### src/cpu_pkg.sv
package cpu_pkg;

  // ********************
  // Widths and sizes
  // ********************

  // Datapath and instruction word
  localparam int DATA_W = 32;
  // Register number, sixteen registers
  localparam int REG_NO_W = 4;
  localparam int REG_WORDS = 1 << REG_NO_W;
  // Immediate field before extension
  localparam int IMM_W = 16;
  // Shift amount taken from rt
  localparam int SHAMT_W = 5;

  // Memory depths in words
  localparam int IMEM_WORDS = 1024;
  localparam int DMEM_WORDS = 1024;
  // Word index bits within a byte address
  localparam int MEM_LSB = 2;
  localparam int IMEM_MSB = MEM_LSB + $clog2(IMEM_WORDS) - 1;
  localparam int DMEM_MSB = MEM_LSB + $clog2(DMEM_WORDS) - 1;

  typedef logic [DATA_W-1:0] word_t;
  typedef logic [REG_NO_W-1:0] reg_no_t;
  typedef logic [$clog2(IMEM_WORDS)-1:0] imem_addr_t;

  // First fetch address after start
  localparam word_t START_PC = 32'h100;
  // Byte step between instructions
  localparam word_t INST_BYTES = 32'd4;

  // ********************
  // Opcodes
  // ********************

  // Primary opcode, instruction bits 31:26
  typedef enum logic [5:0] {
    OP1_ALUR = 6'b000000,
    OP1_BEQ  = 6'b001000,
    OP1_BLT  = 6'b001001,
    OP1_BLE  = 6'b001010,
    OP1_BNE  = 6'b001011,
    OP1_JAL  = 6'b001100,
    OP1_LW   = 6'b010010,
    OP1_SW   = 6'b011010,
    OP1_ADDI = 6'b100000,
    OP1_ANDI = 6'b100100,
    OP1_ORI  = 6'b100101,
    OP1_XORI = 6'b100110
  } op1_e;

  // Secondary opcode for ALUR, bits 25:18
  typedef enum logic [7:0] {
    OP2_EQ   = 8'b00001000,
    OP2_LT   = 8'b00001001,
    OP2_LE   = 8'b00001010,
    OP2_NE   = 8'b00001011,
    OP2_ADD  = 8'b00100000,
    OP2_AND  = 8'b00100100,
    OP2_OR   = 8'b00100101,
    OP2_XOR  = 8'b00100110,
    OP2_SUB  = 8'b00101000,
    OP2_NAND = 8'b00101100,
    OP2_NOR  = 8'b00101101,
    OP2_NXOR = 8'b00101110,
    OP2_RSHF = 8'b00110000,
    OP2_LSHF = 8'b00110001
  } op2_e;

endpackage

### src/decode_stage.sv
`timescale 1ns/1ps

module decode_stage (
  input  logic             clk,
  input  logic             reset,
  input  logic             fe_valid,
  input  cpu_pkg::word_t   fe_pc,
  input  cpu_pkg::word_t   fe_inst,
  input  logic             hold,
  input  logic             redirect,
  input  logic             ex_wr_reg,
  input  cpu_pkg::reg_no_t ex_wregno,
  input  logic             mem_wr_reg,
  input  cpu_pkg::reg_no_t mem_wregno,
  input  logic             wb_en,
  input  cpu_pkg::reg_no_t wb_regno,
  input  cpu_pkg::word_t   wb_data,
  output logic             stall,
  output logic             id_valid,
  output cpu_pkg::op1_e    id_op1,
  output cpu_pkg::op2_e    id_op2,
  output cpu_pkg::word_t   id_pc,
  output cpu_pkg::word_t   id_a,
  output cpu_pkg::word_t   id_b,
  output cpu_pkg::word_t   id_imm,
  output logic             id_wr_reg,
  output logic             id_rd_mem,
  output logic             id_wr_mem,
  output cpu_pkg::reg_no_t id_wregno
);
  import cpu_pkg::*;

  op1_e op1;
  op2_e op2;
  logic [IMM_W-1:0] imm;
  reg_no_t rd;
  reg_no_t rs;
  reg_no_t rt;
  word_t regs [REG_WORDS];
  word_t a_val;
  word_t b_val;
  word_t imm_sxt;
  logic wr_reg;
  logic use_rt;
  reg_no_t wregno;
  logic take;

  // True when a pending write lands on a source we read
  function automatic logic dest_hit(input logic wr, input reg_no_t dst,
                                    input reg_no_t src_s, input reg_no_t src_t,
                                    input logic t_used);
    return wr && (dst == src_s || (t_used && dst == src_t));
  endfunction

  // ********************
  // Field split
  // ********************
  assign op1 = op1_e'(fe_inst[31:26]);
  assign op2 = op2_e'(fe_inst[25:18]);
  // Immediate overlaps op2 and rd
  assign imm = fe_inst[23:8];
  assign rd = fe_inst[11:8];
  assign rs = fe_inst[7:4];
  assign rt = fe_inst[3:0];
  assign imm_sxt = {{(DATA_W-IMM_W){imm[IMM_W-1]}}, imm};

  // Register reads, new value wins on a same-cycle write
  assign a_val = (wb_en && wb_regno == rs) ? wb_data : regs[rs];
  assign b_val = (wb_en && wb_regno == rt) ? wb_data : regs[rt];

  // Destination and rt usage per opcode, rs is always a source
  always_comb begin
    wr_reg = 1'b0;
    use_rt = 1'b0;
    wregno = rt;
    case (op1)
      OP1_ALUR: begin
        wr_reg = 1'b1;
        use_rt = 1'b1;
        wregno = rd;
      end
      OP1_ADDI, OP1_ANDI, OP1_ORI, OP1_XORI, OP1_LW, OP1_JAL: wr_reg = 1'b1;
      OP1_SW, OP1_BEQ, OP1_BLT, OP1_BLE, OP1_BNE: use_rt = 1'b1;
      default: ;
    endcase
  end

  // Wait on producers in execute, memory and writeback
  assign stall = fe_valid &&
                 (dest_hit(id_wr_reg, id_wregno, rs, rt, use_rt) ||
                  dest_hit(ex_wr_reg, ex_wregno, rs, rt, use_rt) ||
                  dest_hit(mem_wr_reg, mem_wregno, rs, rt, use_rt));

  // Bubble on flush or stall
  assign take = fe_valid && !redirect && !stall;

  // Register file, written back from memory stage
  always_ff @(posedge clk or posedge reset) begin
    if (reset) begin
      for (int i = 0; i < REG_WORDS; i++) begin
        regs[i] <= '0;
      end
    end else if (wb_en) begin
      regs[wb_regno] <= wb_data;
    end
  end

  // ********************
  // Decode latch
  // ********************
  always_ff @(posedge clk or posedge reset) begin
    if (reset) begin
      id_valid <= 1'b0;
      id_wr_reg <= 1'b0;
      id_rd_mem <= 1'b0;
      id_wr_mem <= 1'b0;
      id_wregno <= '0;
    end else if (!hold) begin
      id_valid <= take;
      id_wr_reg <= take && wr_reg;
      id_rd_mem <= take && (op1 == OP1_LW);
      id_wr_mem <= take && (op1 == OP1_SW);
      id_wregno <= wregno;
    end
  end

  always_ff @(posedge clk) begin
    if (!hold) begin
      id_op1 <= op1;
      id_op2 <= op2;
      id_pc <= fe_pc;
      id_a <= a_val;
      id_b <= b_val;
      id_imm <= imm_sxt;
    end
  end

endmodule

### config.mk
export PLATFORM = sky130hd
export DESIGN_NAME = decode_stage
export DESIGN_NICKNAME = d
export VERILOG_FILES = /design/src/cpu_pkg.sv /design/src/decode_stage.sv
export SDC_FILE = /design/constraint.sdc
export NUM_CORES = 1
export LEC_CHECK = 0
export CAP_MARGIN = 20
export CORE_UTILIZATION = 40
export CTS_CLUSTER_DIAMETER = 30
export DETAILED_ROUTE_END_ITERATION = 10
export DONT_BUFFER_PORTS = 1
export GPL_TIMING_DRIVEN = 1
export PLACE_DENSITY = 0.55
export SLEW_MARGIN = 5
export SYNTH_ARGS = -nofsm -noshare
export SYNTH_HDL_FRONTEND = slang
export SYNTH_SLANG_ARGS = --single-unit
### constraint.sdc
create_clock -name clk -period 52.5 [get_ports clk]
set_clock_uncertainty 0.2 [all_clocks]
set_input_delay 7.875 -clock clk [delete_from_list [all_inputs] [get_ports clk]]
set_output_delay 7.875 -clock clk [all_outputs]
set_load 0.01 [all_outputs]
==> reports/summary.json, run 1 <==
{
  "synthesis.area_sq_um": 32100,
  "synth_top_cell_by_area": "dfrtp_1",
  "detail_route.vias_per_cell": 5.85,
  "detail_route.iter0.violations": 959,
  "firstDrtPassIters": 5,
  "cts_hold_repair.buffers": 0,
  "power.net_switching_mw": 0.477,
  "setup.worst_path.end_class": "primary output",
  "post-synth-top-area-fraction_pct": 40.6,
  "area_delta_synth_final_pct": 20.8,
  "globalplace.congestion": 0.788,
  "worstHoldPathType": "flip-flop to flip-flop",
  "edff_count_synth": 120,
  "grt_start_max_net_pins": 134,
  "dp_hpwl_mm": 46.9,
  "leading_cell_type_by_number_of_instances_after_synthesis": "dfrtp_1",
  "cp_data_required_time_ps": 44430,
  "grt_overflow_total": 0,
  "detail_route.wirelength_mm": 86.4,
  "switching_share_pct": 23.7,
  "worstSetupPathType": "input port to primary output",
  "layout-drive-gt1-share_pct": 46.0,
  "maxCapViolCount": 0,
  "post_cts_buffers": 0,
  "num_vias": 17706,
  "cts_buffer_depth": 3,
  "grt_antenna_before_repair": 0,
  "path_max_fanout": 9,
  "report.final.setup_viol": 0,
  "arrival_time_at_the_worst_endpoint_ps": 9040,
  "tritoncts_clock_tree": "built",
  "yosys_register_bits": 640,
  "cellPowerDensity_nw_per_um2": 51.9,
  "ios": 267,
  "initial_utilization_pct": 40.5,
  "worst_skew_pair.late_latency_ps": 720,
  "clkPwrFrac_pct": 52.6,
  "chipWidth_um": 285,
  "hold_violations": 0,
  "max_slew_margin_pct": 30.2,
  "fin_tns_setup_ps": 0,
  "ctsHtreeMaxLevel": 4,
  "cts_clock_pin_slew_for_the_worst_setup_and_hold_paths_ps": 50,
  "residual_drc_count": 0,
  "area_of_the_multi_input_gates_sq_um": 14600,
  "seq_area_frac_synth_pct": 51.8,
  "grt_use_total_pct": 21.8,
  "finalNetCount": 1957,
  "outcome": "complete, no violations",
  "placedCellCount": 2728,
  "final-instance-count-excl-fill": 3025,
  "antenna-diode-count": 0,
  "first_global_vias": 19623,
  "power_report.internal_total_mw": 1.53,
  "grt_setup_unrepaired": "false",
  "rows": 103,
  "p_leak_nw": 15.5,
  "syn_avg_cell_area_sq_um": 17.4,
  "clock-root-buffer": "clkbuf_16",
  "max_flop_register": "regs",
  "largest_register_ffs": 512,
  "fillerInstances": 6573,
  "number_of_buffers_inserted_by_port_buffering": 0,
  "synth_top_cells_by_count": "dfrtp_1 (520), mux4_2 (320), mux2_1 (303)",
  "prevailing_post_synth_register_cell": "dfrtp_1",
  "max_slew.worst_pin.slew_ps": 1040,
  "fp.dieArea_sq_um": 81300,
  "portion_of_total_power_attributed_to_sequential_cells_pct": 34.8,
  "syn-instance-count": 1845,
  "setup.worst_path.start_class": "input port",
  "numCtsBuffers": 160,
  "ys_async_sr_fraction_pct": 81.3,
  "yosys-top-cells-area": "dfrtp_1 (41%), mux4_2 (22%), edfxtp_1 (11%)",
  "sequential_area_sq_um": 16600,
  "vdd.ir_drop.worst_mv": 0.0359,
  "core-area_sq_um": 79100,
  "cts.repair.resized": 0,
  "yosysUniqueCellTypes": 40,
  "die_y_um": 285,
  "grt_first_pass_wirelength_mm": 131,
  "max_freq_mhz": 58.4,
  "layout_min_cycle_time_ps": 17120,
  "final_min_period_over_clock_period_pct": 32.6,
  "combinationalPowerShare_pct": 12.6,
  "final_antenna_net_count": 0,
  "final-max-slew-violation-count": 0,
  "mapped_nets": 1961,
  "ys.warnings.count": 0,
  "avgRoutedWirePerCell_um": 28.5,
  "clock-sinks": 640
}
[cells in the final DEF (no fill, tap or decap), types with 5 or more instances in the layout]
cell        instances
xor2_1              6
mux2_1            303
mux4_2            320
nor2_4              9
mux2_2            273
bufinv_16          28
dfrtp_1           520
edfxtp_1          120
nand2_1            12
clkbuf_8           22
clkinvlp_4          6
nand4_1             6
clkinv_16          14
clkbuf_16         161
clkinv_2           30
buf_4              25
clkbuf_1           22
clkinv_1            5
xnor2_1            26
[power by group through the flow]
stage | clock, mW | combinational [mW] | sequential [mW]
after floorplan | 0 | 0.228 | 0.681
after global placement | 0 | 0.249 | 0.696
after detailed placement | 0 | 0.255 | 0.705
after CTS | 1.07 | 0.256 | 0.699
after global routing | 1.11 | 0.271 | 0.714
final | 1.06 | 0.252 | 0.699
[worst max-delay path: stages]
cell	delay, ps
nand2b_1	140
a32oi_1	360
o41ai_1	130
a22o_1	300
o21a_1	230
[layer usage]
| layer | GRT usage (%) | up-vias | wire length [um] |
|---|---|---|---|
| met5 | 0 | - | 0 |
| met4 | 6.31 | 0 | 1710 |
| met3 | 4.24 | 143 | 3640 |
| met2 | 36.5 | 430 | 43700 |
| met1 | 28.7 | 9835 | 37300 |
| li1 | - | 7298 | - |
[through the flow]
step / cell area (sq um) / setup slack, ps / power (mW) / hold slack, ps / util, %
2_1_floorplan: 32100 / 29900 / 0.909 / 270 / -
3_3_place_gp: 32700 / 35440 / 0.946 / 279 / 41.4
3_5_place_dp: 32700 / 35400 / 0.959 / 291 / 41.4
4_1_cts: 38700 / 35400 / 2.03 / 303 / 48.9
5_1_grt: 38700 / 35330 / 2.09 / 316 / 48.9
6_report: 38700 / 35380 / 2.01 / 300 / 48.9
[path summary, 6_finish.rpt]
check	start	end	slack, ps	cells past startpoint
max	fe_inst[29]	stall	35380	5
min	regs[288]$_DFFE_PP0P_	regs[288]$_DFFE_PP0P_	300	1
max reg2reg	regs[47]$_DFFE_PP0P_	id_b[15]$_DFFE_PN_	50320	3
min reg2reg	regs[288]$_DFFE_PP0P_	regs[288]$_DFFE_PP0P_	300	1
max in group asynchronous	reset	regs[480]$_DFFE_PP0P_	43530	2
min in group asynchronous	reset	regs[238]$_DFFE_PP0P_	6990	1
[logic make-up after synthesis]
kind of cell              Yosys count  synth area share (%)
AOI/OAI and AO/OA                  19                 0.425
xor gates and xnor gates           32                 0.874
buffers and inverters             198                  3.07
DFF                               640                  51.8
muxes                             900                  42.8
and+or+nand+nor                    56                 0.960
[final cells by class]
cell class / count / area share (%)
flip-flops and latches: 640 / 42.9
clock inverters: 91 / 3.99
clock buffers: 205 / 11.4
well taps: 1050 / 3.39
repair buffers: 27 / 0.588
multi-input cells: 1007 / 37.6
inverters: 5 / 0.0808
(Power assumes the default switching activity.)
==> inputs of run 2 (changes only) <==
--- a/config.mk
+++ b/config.mk
@@ -11,7 +11,7 @@
 export DETAILED_ROUTE_END_ITERATION = 10
 export DONT_BUFFER_PORTS = 1
 export GPL_TIMING_DRIVEN = 1
-export PLACE_DENSITY = 0.55
+export PLACE_DENSITY = 0.57
 export SLEW_MARGIN = 5
 export SYNTH_ARGS = -nofsm -noshare
 export SYNTH_HDL_FRONTEND = slang
==> constraint.sdc (replaced) <==
create_clock -name clk -period 13.7 [get_ports clk]
set_clock_uncertainty 0.2 [all_clocks]
set_input_delay 2.055 -clock clk [delete_from_list [all_inputs] [get_ports clk]]
set_output_delay 2.055 -clock clk [all_outputs]
set_load 0.01 [all_outputs]
==> run 2 against run 1 <==
- sequential cell count did not move
- non-clock buffer count unchanged
- hold slack about the same
- sequential power rose to 3.8 times the previous value
- die area unchanged
- sequential share of layout area increased by 0.74 points
- power grew to 3.6 times the previous value
- critical path depth stayed put
- via count up 0.36%
- worst setup slack worse by 27000 ps
- combinational power grew to 3.8 times the previous value
- final cell count is 0.60% lower
- largest power group unchanged
- highest routed layer unchanged
==> reports/summary.json, run 2 (synthesis gave the netlist of run 1 again) <==
{
  "chain_of_cells_forming_the_critical_path": "nand2b_1 > a32oi_1 > o41ai_1 > a22o_1 > o21a_1",
  "grt_overflow_total": 0,
  "globalplace.congestion": 0.780,
  "report.final.setup_viol": 0,
  "setup.worst_path.start_class": "input port",
  "p_leak_nw": 15.2,
  "vdd.ir_drop.worst_mv": 0.123,
  "fp.dieArea_sq_um": 81300,
  "finalNetCount": 1948,
  "max_flop_register": "regs",
  "final_cell_mix": "dfrtp_1 (520), mux4_2 (320), mux2_1 (303), mux2_2 (273), clkbuf_16 (158)",
  "fin_tns_setup_ps": 0,
  "dp_hpwl_mm": 44.2,
  "max_freq_mhz": 184,
  "die_y_um": 285,
  "final-max-slew-violation-count": 0,
  "clock-root-buffer": "clkbuf_16",
  "post_cts_buffers": 0,
  "detail_route.vias_per_cell": 5.91,
  "outcome": "complete, no violations",
  "cts_clock_pin_slew_for_the_worst_setup_and_hold_paths_ps": 40,
  "numCtsBuffers": 151,
  "core-area_sq_um": 79100,
  "hold_violations": 0,
  "maxCapViolCount": 0,
  "residual_drc_count": 0,
  "firstDrtPassIters": 5,
  "cts.repair.resized": 0,
  "clock-sinks": 640,
  "critPathSlowestCell": "a32oi_1",
  "num_vias": 17770,
  "worstSetupPathType": "input port to primary output",
  "final_antenna_net_count": 0,
  "ctsHtreeMaxLevel": 4,
  "rows": 103,
  "number_of_buffers_inserted_by_port_buffering": 0,
  "tritoncts_clock_tree": "built",
  "chipWidth_um": 285,
  "max_slew_margin_pct": 30.6,
  "worstHoldPathType": "flip-flop to flip-flop",
  "grt_setup_unrepaired": "false",
  "cts_hold_repair.buffers": 0,
  "grt_start_max_net_pins": 175,
  "cp_data_required_time_ps": 11440,
  "max_slew.worst_pin.slew_ps": 1040,
  "cellPowerDensity_nw_per_um2": 191,
  "avgRoutedWirePerCell_um": 28.3,
  "largest_register_ffs": 512,
  "whs_ps": 300,
  "layout-drive-gt1-share_pct": 45.5,
  "grt_antenna_before_repair": 0,
  "layout_min_cycle_time_ps": 5450,
  "first_global_vias": 19801,
  "detail_route.iter0.violations": 1120,
  "path_max_fanout": 8,
  "final_min_period_over_clock_period_pct": 39.7,
  "final-instance-count-excl-fill": 3007,
  "cts_buffer_depth": 3,
  "initial_utilization_pct": 40.5,
  "ios": 267,
  "mostFrequentLayoutCell": "dfrtp_1",
  "worst_path_largest_cell_delay_ps": 340,
  "antenna-diode-count": 0,
  "detail_route.wirelength_mm": 85.0,
  "placedCellCount": 2727,
  "area_delta_synth_final_pct": 18.7,
  "arrival_time_at_the_worst_endpoint_ps": 3190,
  "worst_skew_pair.late_latency_ps": 710,
  "setup.worst_path.end_class": "primary output",
  "grt_use_total_pct": 21.6,
  "grt_first_pass_wirelength_mm": 130
}
-- run 2: changes by cell type in the layout (fill, tap and decap cells not counted), moves of 4 or more --
| cell | previous run | this run |
|---|---|---|
| clkinv_4 | 1 | 8 |
| clkinv_2 | 30 | 23 |
| inv_6 | 4 | 10 |
| bufinv_16 | 28 | 16 |
| clkbuf_8 | 22 | 26 |
| clkinv_16 | 14 | 0 |
-- run 2: power breakdown --
group,internal (mW),switching [mW]
combinational,0.673,0.293
sequential,2.38,0.302
clock,2.53,1.10
-- run 2: worst max-delay path: cells and delay by family --
family	cells	cell delay, ps
simple gates	1	140
compound gates	4	980
-- run 2: final timing paths --
kind	from	end	slack, ps	cells after the start
max	fe_inst[27]	stall	8250	5
min	regs[198]$_DFFE_PP0P_	regs[198]$_DFFE_PP0P_	300	1
max reg2reg	regs[394]$_DFFE_PP0P_	id_a[10]$_DFFE_PN_	11540	3
min reg2reg	regs[198]$_DFFE_PP0P_	regs[198]$_DFFE_PP0P_	300	1
max in group asynchronous	reset	regs[84]$_DFFE_PP0P_	10150	3
min in group asynchronous	reset	regs[300]$_DFFE_PP0P_	1060	1
-- run 2: stage by stage --
step	worst slack, ps	power [mW]	cell area, sq um	utilization [%]
3_3_place_gp	8290	3.62	32700	41.4
3_5_place_dp	8250	3.68	32700	41.4
2_1_floorplan	4380	3.48	32100	-
6_report	8250	7.28	38100	48.1
5_1_grt	8170	7.59	38100	48.1
4_1_cts	8250	7.37	38000	48.0
-- run 2: metal layers --
layer	up-vias	track usage (%)	share of wire [%]
met5	-	0	0
met2	496	35.8	51
met3	149	4.35	4.5
met1	9840	28.1	42
met4	0	7.74	2.6
li1	7285	-	-
-- run 2: layout make-up --
cell class                      count  area [sq um]
Clock buffer                      208          4400
Fill cell                        6678         41100
Clock inverter                     70           866
Timing Repair Buffer               27           273
Multi-Input combinational cell   1007         14600
Inverter                            5          27.5
Tap cell                         1050          1310
Sequential cell                   640         16600
==> inputs of run 3 (changes only) <==
==> constraint.sdc (replaced) <==
create_clock -name clk -period 4.8 [get_ports clk]
set_clock_uncertainty 0.2 [all_clocks]
set_input_delay 0.72 -clock clk [delete_from_list [all_inputs] [get_ports clk]]
set_output_delay 0.72 -clock clk [all_outputs]
set_load 0.01 [all_outputs]
==> run 3 against run 2 <==
- power grew to 2.9 times the previous value
- global-route usage is 0.84 points higher
- worst setup slack worse by 6700 ps
- largest power group unchanged
- via count is 2.5% higher
==> reports/summary.json, run 3 (synthesis gave the netlist of run 1 again) <==
{
  "length_of_routed_met3_wiring_mm": 4.16,
  "dp_hpwl_mm": 47.0,
  "final-max-slew-violation-count": 0,
  "post-place-ws_ps": 1750,
  "reg2reg_slack_ps": 2600,
  "final_cell_mix": "dfrtp_1 (520), mux4_2 (320), mux2_1 (303), mux2_2 (273), clkbuf_16 (156)",
  "grt_first_pass_wirelength_mm": 135,
  "outcome": "complete, no violations",
  "final_worst_setup_slack_ps": 1600,
  "timing.hold.worst_endpoint": "id_b[10]$_DFFE_PN_",
  "report.final.setup_viol": 0,
  "rows": 103,
  "clock-sinks": 640,
  "final_min_period_over_clock_period_pct": 66.7,
  "numCtsBuffers": 152,
  "max_slew.worst_pin.slew_ps": 913,
  "worstSetupPathType": "flip-flop to primary output",
  "hold_violations": 0,
  "maxCapViolCount": 0,
  "vdd.ir_drop.worst_mv": 0.320,
  "top_layer": "met5",
  "die_y_um": 285,
  "arrival_time_at_the_worst_endpoint_ps": 2280,
  "chipWidth_um": 285,
  "clock-root-buffer": "clkbuf_16",
  "cp_data_required_time_ps": 3880,
  "number_of_buffers_inserted_by_port_buffering": 0,
  "cellPowerDensity_nw_per_um2": 542,
  "finalNetCount": 2053,
  "mostFrequentLayoutCell": "dfrtp_1",
  "met2RoutedLength_mm": 44.8,
  "antenna-diode-count": 0,
  "cts_clock_pin_slew_for_the_worst_setup_and_hold_paths_ps": 50,
  "setup.worst_path.start_class": "flip-flop",
  "first_global_vias": 20187,
  "min_delay_path_depth": 1,
  "wirelength_met1_mm": 37.6,
  "final_core_utilization_pct": 49.5,
  "fp.dieArea_sq_um": 81300,
  "tritoncts_clock_tree": "built",
  "grt_antenna_before_repair": 2,
  "detail_route.vias_per_cell": 5.85,
  "cts_buffer_depth": 3,
  "ios": 267,
  "worst_skew_pair.late_latency_ps": 710,
  "globalplace.congestion": 0.747,
  "p_leak_nw": 15.7,
  "largest_register_ffs": 512,
  "post_cts_buffers": 0,
  "initial_utilization_pct": 40.5,
  "ctsHtreeMaxLevel": 4,
  "max_slew_margin_pct": 39.0,
  "grt_start_max_net_pins": 134,
  "layout-drive-gt1-share_pct": 43.7,
  "core-area_sq_um": 79100,
  "grt_overflow_total": 0,
  "beginning_of_the_worst_hold_path": "wb_data[10]",
  "grt_use_total_pct": 22.4,
  "num_vias": 18223,
  "layout_min_cycle_time_ps": 3200,
  "area_delta_synth_final_pct": 22.2,
  "rr_startpoint": "regs[12]$_DFFE_PP0P_",
  "residual_drc_count": 0,
  "rr_endpoint": "id_a[12]$_DFFE_PN_",
  "max_flop_register": "regs",
  "ff2ff_path_depth": 3,
  "whs_ps": 46.7,
  "fin_tns_setup_ps": 0,
  "worstHoldPathType": "input port to flip-flop",
  "firstDrtPassIters": 5,
  "setup.worst_path.end_class": "primary output",
  "grt_setup_unrepaired": "false",
  "max_freq_mhz": 312,
  "detail_route.iter0.violations": 1237,
  "final_antenna_net_count": 0,
  "detail_route.wirelength_mm": 88.4,
  "path_max_fanout": 5,
  "avgRoutedWirePerCell_um": 28.4
}
## run 3: cell type report
class                           instances  area [sq um]
Clock buffer                          188          4190
Timing Repair Buffer                  131          1290
Fill cell                            6574         40000
Sequential cell                       640         16600
Multi-Input combinational cell       1007         14600
Tap cell                             1050          1310
Inverter                                5          27.5
Clock inverter                         92          1170
## run 3: per-stage QoR
stage / total power [mW] / std cells / area (sq um)
2_1_floorplan: 9.94 / 1845 / 32100
5_1_grt: 22.1 / 3113 / 39200
3_3_place_gp: 10.4 / 2736 / 32800
4_1_cts: 21.4 / 3113 / 39200
3_5_place_dp: 10.5 / 2736 / 32800
6_report: 21.2 / 3113 / 39200
## run 3: metal layers
| layer | up-vias | GRT usage, % |
|---|---|---|
| met5 | - | 0 |
| met3 | 139 | 4.78 |
| met2 | 501 | 37.3 |
| met1 | 10068 | 29.2 |
| li1 | 7511 | - |
| met4 | 4 | 7.26 |
## run 3: report_power, final
group	switching, mW	internal [mW]	leakage, nW
logic	0.932	1.97	5.47
registers	0.878	6.79	7.57
clock network	3.21	7.44	2.61
## run 3: how the worst max path moves through the flow
stage | start | end | slack [ps] | cells after the start
CTS | id_wregno[2]$_DFFE_PP0N_ | stall | 1550 | 5
global route | id_wregno[3]$_DFFE_PP0N_ | stall | 1500 | 5
floorplan | reset | id_rd_mem$_DFFE_PP0N_ | -3180 | 1
finish | id_wregno[2]$_DFFE_PP0N_ | stall | 1600 | 5
detailed placement | wb_regno[3] | regs[453]$_DFFE_PP0P_ | 1750 | 4
global placement | wb_regno[3] | regs[454]$_DFFE_PP0P_ | 1720 | 4
## run 3: timing repair
action | CTS | global route
gates resized for setup | 0 | 0
endpoints found under the hold margin | 618 | 0
hold buffers | 97 | 0
## run 3: critical path, stage by stage (launching register included)
cell and delay, ps:
dfrtp_1 520, xnor2_1 170, nand4_1 100, o41ai_1 300, a22o_1 280, o21a_1 210
